**config.mk**
```make
export PLATFORM = sky130hd
export DESIGN_NAME = DecodeFrontEnd
export DESIGN_NICKNAME = d
export VERILOG_FILES = /design/src/DecodeTypes.sv /design/src/InsnBuffer.sv /design/src/Rv32Decoder.sv /design/src/CompressedDecoder.sv /design/src/DecodeStage.sv /design/src/DecodeFrontEnd.sv
export SDC_FILE = /design/constraint.sdc
export NUM_CORES = 1
export LEC_CHECK = 0
export ABC_AREA = 1
export BUFFER_PORTS_ARGS = -buffer_cell sky130_fd_sc_hd__buf_2
export CELL_PAD_IN_SITES_DETAIL_PLACEMENT = 1
export CELL_PAD_IN_SITES_GLOBAL_PLACEMENT = 1
export CORE_MARGIN = 1
export CORE_UTILIZATION = 35
export CTS_BUF_LIST = sky130_fd_sc_hd__clkbuf_8 sky130_fd_sc_hd__clkbuf_16
export CTS_CLUSTER_DIAMETER = 60
export DETAILED_ROUTE_END_ITERATION = 10
export PLACE_DENSITY = 0.73
export SETUP_SLACK_MARGIN = 0.1
export SYNTH_ARGS = -nofsm -noshare
export SYNTH_HDL_FRONTEND = slang
export SYNTH_HIERARCHICAL = 1
export SYNTH_SLANG_ARGS = --single-unit
```
**constraint.sdc**
```tcl
create_clock -name clk -period 9.9 [get_ports clk]
set_input_delay 1.98 -clock clk [delete_from_list [all_inputs] [get_ports clk]]
set_output_delay 1.98 -clock clk [all_outputs]
set_load 0.01 [all_outputs]
```
**src/DecodeTypes.sv**
```systemverilog
`default_nettype none

package DecodeTypes;

    localparam int BufferDepth = 8;                       // Parcel slots, also the initial fetch credits
    localparam int PtrWidth = $clog2(BufferDepth);
    localparam int CountWidth = $clog2(BufferDepth) + 1;  // Holds 0 to BufferDepth
    localparam int CreditWidth = 2;
    localparam int MaxCreditReturn = 2;                   // Credits handed back per cycle at most

    localparam logic [3:0] ExceptionIllegalInsn = 4'd2;
    localparam logic [3:0] ExceptionInsnPageFault = 4'd12;

    typedef enum logic [3:0] {
        AluReg,
        AluImm,
        Load,
        Store,
        Branch,
        Jal,
        Jalr,
        Lui,
        Auipc,
        System,
        Unknown
    } OpClass;

    // RV32I major opcodes, bits 6:0 of the instruction
    typedef enum logic [6:0] {
        OpcodeLoad    = 7'b0000011,
        OpcodeMiscMem = 7'b0001111,
        OpcodeOpImm   = 7'b0010011,
        OpcodeAuipc   = 7'b0010111,
        OpcodeStore   = 7'b0100011,
        OpcodeOp      = 7'b0110011,
        OpcodeLui     = 7'b0110111,
        OpcodeBranch  = 7'b1100011,
        OpcodeJalr    = 7'b1100111,
        OpcodeJal     = 7'b1101111,
        OpcodeSystem  = 7'b1110011
    } Opcode;

    // Supported RV32C forms, keyed by {funct3, quadrant}
    typedef enum logic [4:0] {
        CLw    = 5'b010_00,
        CSw    = 5'b110_00,
        CAddi  = 5'b000_01,
        CLi    = 5'b010_01,
        CJ     = 5'b101_01,
        CMvAdd = 5'b100_10  // Bit 12 picks C.ADD over C.MV
    } CompressedOpcode;

    typedef struct packed {
        logic [31:0] address;
        logic [15:0] halfword;
        logic        fault;           // Fetch saw a page fault on this halfword
        logic        interruptValid;
        logic [3:0]  interruptCode;
    } Parcel;

    typedef struct packed {
        OpClass      opClass;
        logic [2:0]  funct3;
        logic        altFunct;        // Set for SUB and SRA/SRAI
        logic [4:0]  rd;
        logic [4:0]  rs1;
        logic [4:0]  rs2;
        logic [31:0] imm;             // Already sign-extended
    } Op;

    typedef struct packed {
        logic        valid;
        logic        isInterrupt;
        logic [3:0]  code;
        logic [31:0] value;
    } TrapInfo;

    typedef struct packed {
        logic        valid;
        logic [31:0] pc;
        logic [31:0] insn;
        logic        isCompressed;
        Op           op;
        logic [11:0] csrAddr;
        TrapInfo     trapInfo;
    } DecodedInsn;

endpackage

`default_nettype wire

```
**src/InsnBuffer.sv**
```systemverilog
`default_nettype none

module InsnBuffer import DecodeTypes::*; (
    input  logic                   clk,
    input  logic                   reset,
    input  logic                   flush,
    input  logic                   push,
    input  Parcel                  pushParcel,
    input  logic                   readLow,
    input  logic                   readHigh,
    output Parcel                  readLowParcel,
    output Parcel                  readHighParcel,
    output logic [CountWidth-1:0]  readableCount,
    output logic [CreditWidth-1:0] creditReturn
);

    Parcel entries [BufferDepth];

    logic [PtrWidth-1:0]    readPtr;
    logic [PtrWidth-1:0]    highPtr;
    logic [PtrWidth-1:0]    writePtr;
    logic [CountWidth-1:0]  count;
    logic [CountWidth-1:0]  owedCredits;   // Credits earned but not yet returned
    logic [CreditWidth-1:0] popCount;
    logic [CountWidth-1:0]  totalCredits;
    logic [CountWidth-1:0]  retained;      // Entries left after this cycle's pops

    always_comb begin
        highPtr = readPtr + 1'b1;          // Wraps with the pointer width
        readLowParcel = entries[readPtr];
        readHighParcel = entries[highPtr];
        readableCount = count;
    end

    // Popped parcels pay back at once, anything above the per-cycle limit waits
    always_comb begin
        popCount = CreditWidth'(readLow) + CreditWidth'(readHigh);
        totalCredits = owedCredits + CountWidth'(popCount);
        retained = count - CountWidth'(popCount);
        if (totalCredits > CountWidth'(MaxCreditReturn)) begin
            creditReturn = CreditWidth'(MaxCreditReturn);
        end else begin
            creditReturn = CreditWidth'(totalCredits);
        end
    end

    always_ff @(posedge clk) begin
        if (push) begin
            entries[writePtr] <= pushParcel;
        end
    end

    always_ff @(posedge clk) begin
        if (reset) begin
            readPtr <= '0;
            writePtr <= '0;
            count <= '0;
            owedCredits <= '0;
        end else if (flush) begin
            readPtr <= '0;
            writePtr <= '0;
            count <= '0;
            // Every discarded parcel, a same-cycle push included, is still owed to fetch
            owedCredits <= totalCredits - CountWidth'(creditReturn) + retained
                           + CountWidth'(push);
        end else begin
            readPtr <= readPtr + PtrWidth'(popCount);
            writePtr <= writePtr + PtrWidth'(push);
            count <= retained + CountWidth'(push);
            owedCredits <= totalCredits - CountWidth'(creditReturn);
        end
    end

    // Fetch must hold a credit for every push, so a full buffer never sees one
    assert property (@(posedge clk) disable iff (reset)
        push |-> count < CountWidth'(BufferDepth))
        else $error("Parcel pushed into a full buffer");

    assert property (@(posedge clk) disable iff (reset)
        readHigh |-> readLow)
        else $error("High parcel read without the low parcel");

endmodule

`default_nettype wire

```
**src/Rv32Decoder.sv**
```systemverilog
`default_nettype none

module Rv32Decoder import DecodeTypes::*; (
    input  logic [31:0] insn,
    output Op           op
);

    Opcode       opcode;
    logic [2:0]  funct3;
    logic [6:0]  funct7;
    logic [31:0] immI;
    logic [31:0] immS;
    logic [31:0] immB;
    logic [31:0] immU;
    logic [31:0] immJ;
    logic        legal;
    logic        useRd;
    logic        useRs1;
    logic        useRs2;

    always_comb begin
        opcode = Opcode'(insn[6:0]);
        funct3 = insn[14:12];
        funct7 = insn[31:25];
        immI = {{20{insn[31]}}, insn[31:20]};
        immS = {{20{insn[31]}}, insn[31:25], insn[11:7]};
        immB = {{19{insn[31]}}, insn[31], insn[7], insn[30:25], insn[11:8], 1'b0};
        immU = {insn[31:12], 12'b0};
        immJ = {{11{insn[31]}}, insn[31], insn[19:12], insn[20], insn[30:21], 1'b0};
    end

    always_comb begin
        op = '0;
        op.funct3 = funct3;
        op.rd = insn[11:7];
        op.rs1 = insn[19:15];
        op.rs2 = insn[24:20];
        legal = 1'b1;
        useRd = 1'b1;
        useRs1 = 1'b1;
        useRs2 = 1'b0;
        case (opcode)
            OpcodeOp: begin
                op.opClass = AluReg;
                op.altFunct = insn[30];
                useRs2 = 1'b1;
                legal = funct7 == 7'b0 ||
                        (funct7 == 7'b0100000 && funct3 inside {3'b000, 3'b101});
            end
            OpcodeOpImm: begin
                op.opClass = AluImm;
                op.imm = immI;
                if (funct3 inside {3'b001, 3'b101}) begin
                    op.imm = {27'b0, insn[24:20]};  // Shift amount only
                    op.altFunct = insn[30];
                    legal = funct7 == 7'b0 || (funct7 == 7'b0100000 && funct3 == 3'b101);
                end
            end
            OpcodeLoad: begin
                op.opClass = Load;
                op.imm = immI;
                legal = funct3 inside {3'b000, 3'b001, 3'b010, 3'b100, 3'b101};
            end
            OpcodeStore: begin
                op.opClass = Store;
                op.imm = immS;
                useRd = 1'b0;
                useRs2 = 1'b1;
                legal = funct3 inside {3'b000, 3'b001, 3'b010};
            end
            OpcodeBranch: begin
                op.opClass = Branch;
                op.imm = immB;
                useRd = 1'b0;
                useRs2 = 1'b1;
                legal = !(funct3 inside {3'b010, 3'b011});
            end
            OpcodeJal: begin
                op.opClass = Jal;
                op.funct3 = '0;
                op.imm = immJ;
                useRs1 = 1'b0;
            end
            OpcodeJalr: begin
                op.opClass = Jalr;
                op.imm = immI;
                legal = funct3 == 3'b000;
            end
            OpcodeLui, OpcodeAuipc: begin
                op.opClass = (opcode == OpcodeLui) ? Lui : Auipc;
                op.funct3 = '0;
                op.imm = immU;
                useRs1 = 1'b0;
            end
            OpcodeMiscMem, OpcodeSystem: begin
                op.opClass = System;  // FENCE travels as a system op with funct3 0
                op.imm = immI;
                legal = (opcode == OpcodeSystem) ? funct3 != 3'b100 : funct3 == 3'b000;
            end
            default: legal = 1'b0;
        endcase
        // Fields the format does not carry read as zero
        if (!useRd) begin
            op.rd = '0;
        end
        if (!useRs1) begin
            op.rs1 = '0;
        end
        if (!useRs2) begin
            op.rs2 = '0;
        end
        if (!legal) begin
            op = '0;
            op.opClass = Unknown;
        end
    end

endmodule

`default_nettype wire

```
**src/CompressedDecoder.sv**
```systemverilog
`default_nettype none

module CompressedDecoder import DecodeTypes::*; (
    input  logic [15:0] parcel,
    output Op           op
);

    CompressedOpcode cOpcode;
    logic [4:0]      rdFull;
    logic [4:0]      rs2Full;
    logic [4:0]      rdPrime;
    logic [4:0]      rs1Prime;
    logic [31:0]     immCi;
    logic [31:0]     offsetCl;
    logic [31:0]     offsetCj;

    always_comb begin
        cOpcode = CompressedOpcode'({parcel[15:13], parcel[1:0]});
        rdFull = parcel[11:7];
        rs2Full = parcel[6:2];
        // Three-bit register fields reach only x8 to x15
        rdPrime = {2'b01, parcel[4:2]};
        rs1Prime = {2'b01, parcel[9:7]};
        immCi = {{27{parcel[12]}}, parcel[6:2]};
        offsetCl = {25'b0, parcel[5], parcel[12:10], parcel[6], 2'b00};  // Word scaled, unsigned
        // C.J keeps offset bits 11, 4, 9:8, 10, 6, 7, 3:1, 5 in parcel bits 12 to 2
        offsetCj = {{20{parcel[12]}}, parcel[12], parcel[8], parcel[10:9], parcel[6],
                    parcel[7], parcel[2], parcel[11], parcel[5:3], 1'b0};
    end

    always_comb begin
        op = '0;
        op.opClass = Unknown;
        case (cOpcode)
            CAddi: begin
                op.opClass = AluImm;      // C.NOP is the rd = 0, imm = 0 case
                op.rd = rdFull;
                op.rs1 = rdFull;
                op.imm = immCi;
            end
            CLi: begin
                op.opClass = AluImm;      // ADDI rd, x0, imm
                op.rd = rdFull;
                op.imm = immCi;
            end
            CLw: begin
                op.opClass = Load;
                op.funct3 = 3'b010;
                op.rd = rdPrime;
                op.rs1 = rs1Prime;
                op.imm = offsetCl;
            end
            CSw: begin
                op.opClass = Store;
                op.funct3 = 3'b010;
                op.rs1 = rs1Prime;
                op.rs2 = rdPrime;         // Source register sits where C.LW has rd'
                op.imm = offsetCl;
            end
            CJ: begin
                op.opClass = Jal;         // JAL x0, offset
                op.imm = offsetCj;
            end
            CMvAdd: begin
                // With rs2 = 0 these are C.JR and C.JALR, which stay unsupported
                if (rs2Full != 5'd0) begin
                    op.opClass = AluReg;
                    op.rd = rdFull;
                    op.rs1 = parcel[12] ? rdFull : 5'd0;
                    op.rs2 = rs2Full;
                end
            end
            default: op.opClass = Unknown;
        endcase
    end

endmodule

`default_nettype wire

```
**src/DecodeStage.sv**
```systemverilog
`default_nettype none

module DecodeStage import DecodeTypes::*; (
    input  logic                  clk,
    input  logic                  reset,
    input  logic                  stall,
    input  logic                  flush,
    input  Parcel                 readLowParcel,
    input  Parcel                 readHighParcel,
    input  logic [CountWidth-1:0] readableCount,
    input  Op                     fullOp,
    input  Op                     compressedOp,
    output logic [31:0]           insn,
    output logic                  readLow,
    output logic                  readHigh,
    output DecodedInsn            decoded
);

    logic       isCompressed;
    logic       valid;
    Op          op;
    TrapInfo    trapInfo;
    DecodedInsn nextInsn;

    always_comb begin
        isCompressed = readLowParcel.halfword[1:0] != 2'b11;
        valid = (readableCount == CountWidth'(1) && isCompressed) ||
                readableCount >= CountWidth'(2);
        insn = isCompressed ? {16'h0, readLowParcel.halfword}
                            : {readHighParcel.halfword, readLowParcel.halfword};
        op = isCompressed ? compressedOp : fullOp;
    end

    // Interrupts first, then fetch faults, then illegal encodings
    always_comb begin
        trapInfo = '0;
        if (valid) begin
            if (readLowParcel.interruptValid) begin
                trapInfo.valid = 1'b1;
                trapInfo.isInterrupt = 1'b1;
                trapInfo.code = readLowParcel.interruptCode;
                trapInfo.value = readLowParcel.address;
            end else if (!isCompressed && readHighParcel.interruptValid) begin
                trapInfo.valid = 1'b1;
                trapInfo.isInterrupt = 1'b1;
                trapInfo.code = readHighParcel.interruptCode;
                trapInfo.value = readLowParcel.address;
            end else if (readLowParcel.fault || (!isCompressed && readHighParcel.fault)) begin
                trapInfo.valid = 1'b1;
                trapInfo.code = ExceptionInsnPageFault;
                trapInfo.value = readLowParcel.address;
            end else if (op.opClass == Unknown) begin
                trapInfo.valid = 1'b1;
                trapInfo.code = ExceptionIllegalInsn;
                trapInfo.value = insn;
            end
        end
    end

    always_comb begin
        readLow = valid && !stall;
        readHigh = valid && !isCompressed && !stall;
        nextInsn.valid = 1'b1;
        nextInsn.pc = readLowParcel.address;
        nextInsn.insn = insn;
        nextInsn.isCompressed = isCompressed;
        nextInsn.op = op;
        nextInsn.csrAddr = insn[31:20];
        nextInsn.trapInfo = trapInfo;
    end

    always_ff @(posedge clk) begin
        if (reset || flush) begin
            decoded <= '0;
        end else if (!stall) begin
            decoded <= valid ? nextInsn : '0;  // Bubble when no full instruction is buffered
        end
    end

    assert property (@(posedge clk) disable iff (reset)
        stall && !flush |=> $stable(decoded))
        else $error("Decoded record changed while stalled");

endmodule

`default_nettype wire

```
**src/DecodeFrontEnd.sv**
```systemverilog
`default_nettype none

module DecodeFrontEnd import DecodeTypes::*; (
    input  logic                   clk,
    input  logic                   reset,
    input  logic                   stall,
    input  logic                   flush,
    input  logic                   push,
    input  Parcel                  pushParcel,
    output logic [CreditWidth-1:0] creditReturn,
    output DecodedInsn             decoded
);

    Parcel                 readLowParcel;
    Parcel                 readHighParcel;
    logic [CountWidth-1:0] readableCount;
    logic                  readLow;
    logic                  readHigh;
    logic [31:0]           insn;
    Op                     fullOp;
    Op                     compressedOp;

    InsnBuffer i_insnBuffer (
        .clk            (clk),
        .reset          (reset),
        .flush          (flush),
        .push           (push),
        .pushParcel     (pushParcel),
        .readLow        (readLow),
        .readHigh       (readHigh),
        .readLowParcel  (readLowParcel),
        .readHighParcel (readHighParcel),
        .readableCount  (readableCount),
        .creditReturn   (creditReturn)
    );

    Rv32Decoder i_rv32Decoder (
        .insn (insn),
        .op   (fullOp)
    );

    CompressedDecoder i_compressedDecoder (
        .parcel (readLowParcel.halfword),  // Only the oldest parcel can be compressed
        .op     (compressedOp)
    );

    DecodeStage i_decodeStage (
        .clk            (clk),
        .reset          (reset),
        .stall          (stall),
        .flush          (flush),
        .readLowParcel  (readLowParcel),
        .readHighParcel (readHighParcel),
        .readableCount  (readableCount),
        .fullOp         (fullOp),
        .compressedOp   (compressedOp),
        .insn           (insn),
        .readLow        (readLow),
        .readHigh       (readHigh),
        .decoded        (decoded)
    );

endmodule

`default_nettype wire

```
==> impl_metrics.tcl <==
set metrics [dict create \
    arrival_ns 5.80 \
    ioPinCount 232 \
    final_cell_mix "nand2_1 (609), edfxtp_1 (432), nor2_1 (404), a21oi_1 (322)" \
    yosys_warnings 6 \
    grt_pass1_wl_um 144000 \
    p_seq_share_pct 38.6 \
    root_buffer "clkbuf_16" \
    rsz0062_at_grt "no" \
    fmax_mhz 129 \
    switching_share_pct 35.6 \
    switchingPower_uw 2620 \
    cts_tree "yes" \
    numPortBuffers 231 \
    required_ns 7.92 \
    worstHoldPathType "reg2reg" \
    cpMostUsedCell "nand2_1" \
    crit_slowest_cell "clkinv_2" \
    cpPeakStageDelay_ns 0.71 \
    max_slew.worst_pin.slew_ns 1.07 \
    multi_input_area_um2 9880 \
    grt_pass1_vias 23131 \
    p_per_area_nw_per_um2 226 \
    end_kind "primary output" \
    finalClockSkew_ns 0.0205 \
    dieArea_um2 83400 \
    htree_levels 3 \
    layout.nets 3405 \
    grt_overflow_total 0 \
    status "completed" \
    combinationalPowerShare_pct 26.4 \
    fp.coreArea_um2 80900 \
    period_minus_slack_ns 7.78 \
    avgSynthCellArea_um2 8.87 \
    track_usage_pct 22.8 \
    min_from "i_decodeStage/decoded[152]" \
    max_cap_viol_count 0 \
    criticalPathCategory "reg2out" \
    period_share_pct 78.6 \
    cts.sinks 605 \
    routed-via-count 23559 \
    p_int_uw 4750 \
    wl_per_cell_um 21.7 \
    crit_path_start_kind "flop" \
    area_delta_synth_final_pct 13.3 \
    clk_latency_ns 0.63 \
    setup.worst_path.start "i_insnBuffer/readPtr[1]" \
    finalHoldViolCount 0 \
    clockBufferDepth 3 \
    p_clk_share_pct 35.0 \
    syn_inst 3247 \
    hpwl_um 61600 \
    antenna_found_initial 17 \
    finalSetupTns_ns 0 \
    path_clk_slew_ns 0.06 \
    avgViaCountPerCell 5.30 \
    postCtsSetupBuffers 0 \
    die_w_um 289 \
    drc 0 \
    slew_headroom_pct 28.4 \
    firstDrtPassIters 5 \
    slew_viol_final 0 \
    synthesis.area_um2 28800 \
    holdWs_ns 0.463 \
    final_common_cell "nand2_1" \
    drt_wl_total_um 96600 \
    crit_buf_inv 7 \
    grt_max_degree 209 \
    antenna_left 0 \
    fillers 9473 \
    r2r_start "i_insnBuffer/readPtr[1]" \
    fp.dieH_um 289 \
    power_leakage_uw 0.0125 \
    vdd_drop_max_mv 0.123 \
    numCtsBuffers 71 \
    initial_core_util_pct 35.6 \
    cpLargestDelayFamily "buffers and inverters" \
    drive_gt1_share_pct 14.0 \
    cts_resized 0 \
    cts_hold_buf 0 \
    regArea_um2 16400 \
    drtIter0Drc 2034 \
    rows 104 \
    gp_congestion 0.943 \
    finalSetupViolCount 0 \
    crit_fanout 45 \
]
==> per-stage QoR <==
stage	setup WS (ns)	std cells	instance area, um^2	utilization, %	power [uW]
floorplan	3.91	3249	28800	-	4230
global placement	2.74	4314	30300	37.4	4770
detailed placement	2.74	4314	30300	37.4	4820
CTS	2.05	4441	32600	40.3	7400
global route	1.67	4441	32600	40.3	7700
finish	2.12	4443	32600	40.3	7370
==> sequential cells by signal (all words and copies together), names as in the netlist <==
| register | count |
|---|---|
| i_insnBuffer/readableCount | 4 |
| i_insnBuffer/readPtr | 3 |
| i_decodeStage/decoded | 159 |
| i_insnBuffer/entries | 432 |
| i_insnBuffer/owedCredits | 4 |
| i_insnBuffer/writePtr | 3 |
==> cell type report <==
type                    instances  share of cell area, %
repair buffers                273                   4.56
clock inverters                51                   1.40
diodes                          2                 0.0153
well taps                    1060                   4.07
clock buffers                  76                   5.69
multi-input cells            2072                   30.3
inverters                     304                   3.55
flip-flops and latches        605                   50.4
==> tightest hold or removal path: cells and delay by family (launching register included) <==
family | cells | cell delay [ns]
compound gates | 1 | 0.05
flops | 1 | 0.31
simple gates | 1 | 0.06
==> per-layer routing <==
| layer | up-vias | part of all wire [%] | track usage, % |
|---|---|---|---|
| met2 | 738 | 47 | 37.4 |
| met3 | 190 | 6.2 | 3.67 |
| li1 | 11018 | - | - |
| met5 | - | 0.11 | 0 |
| met1 | 11597 | 44 | 30.7 |
| met4 | 16 | 3.0 | 7.36 |
==> power groups by stage <==
stage	sequential, uW	combinational [uW]	clock (uW)
4_1_cts	2850	1930	2620
3_3_place_gp	2900	1870	0
6_report	2850	1950	2580
5_1_grt	2850	2140	2710
3_5_place_dp	2900	1920	0
2_1_floorplan	2890	1340	0
==> path summary, 6_finish.rpt <==
kind	end	slack, ns	depth (start not counted)
setup / recovery	creditReturn[0]	2.12	25
hold / removal	i_decodeStage/decoded[152]	0.46	2
setup reg to reg	i_decodeStage/decoded[24]	2.84	25
hold reg to reg	i_decodeStage/decoded[152]	0.46	2
Note: power is estimated with default switching activity, not from simulation.
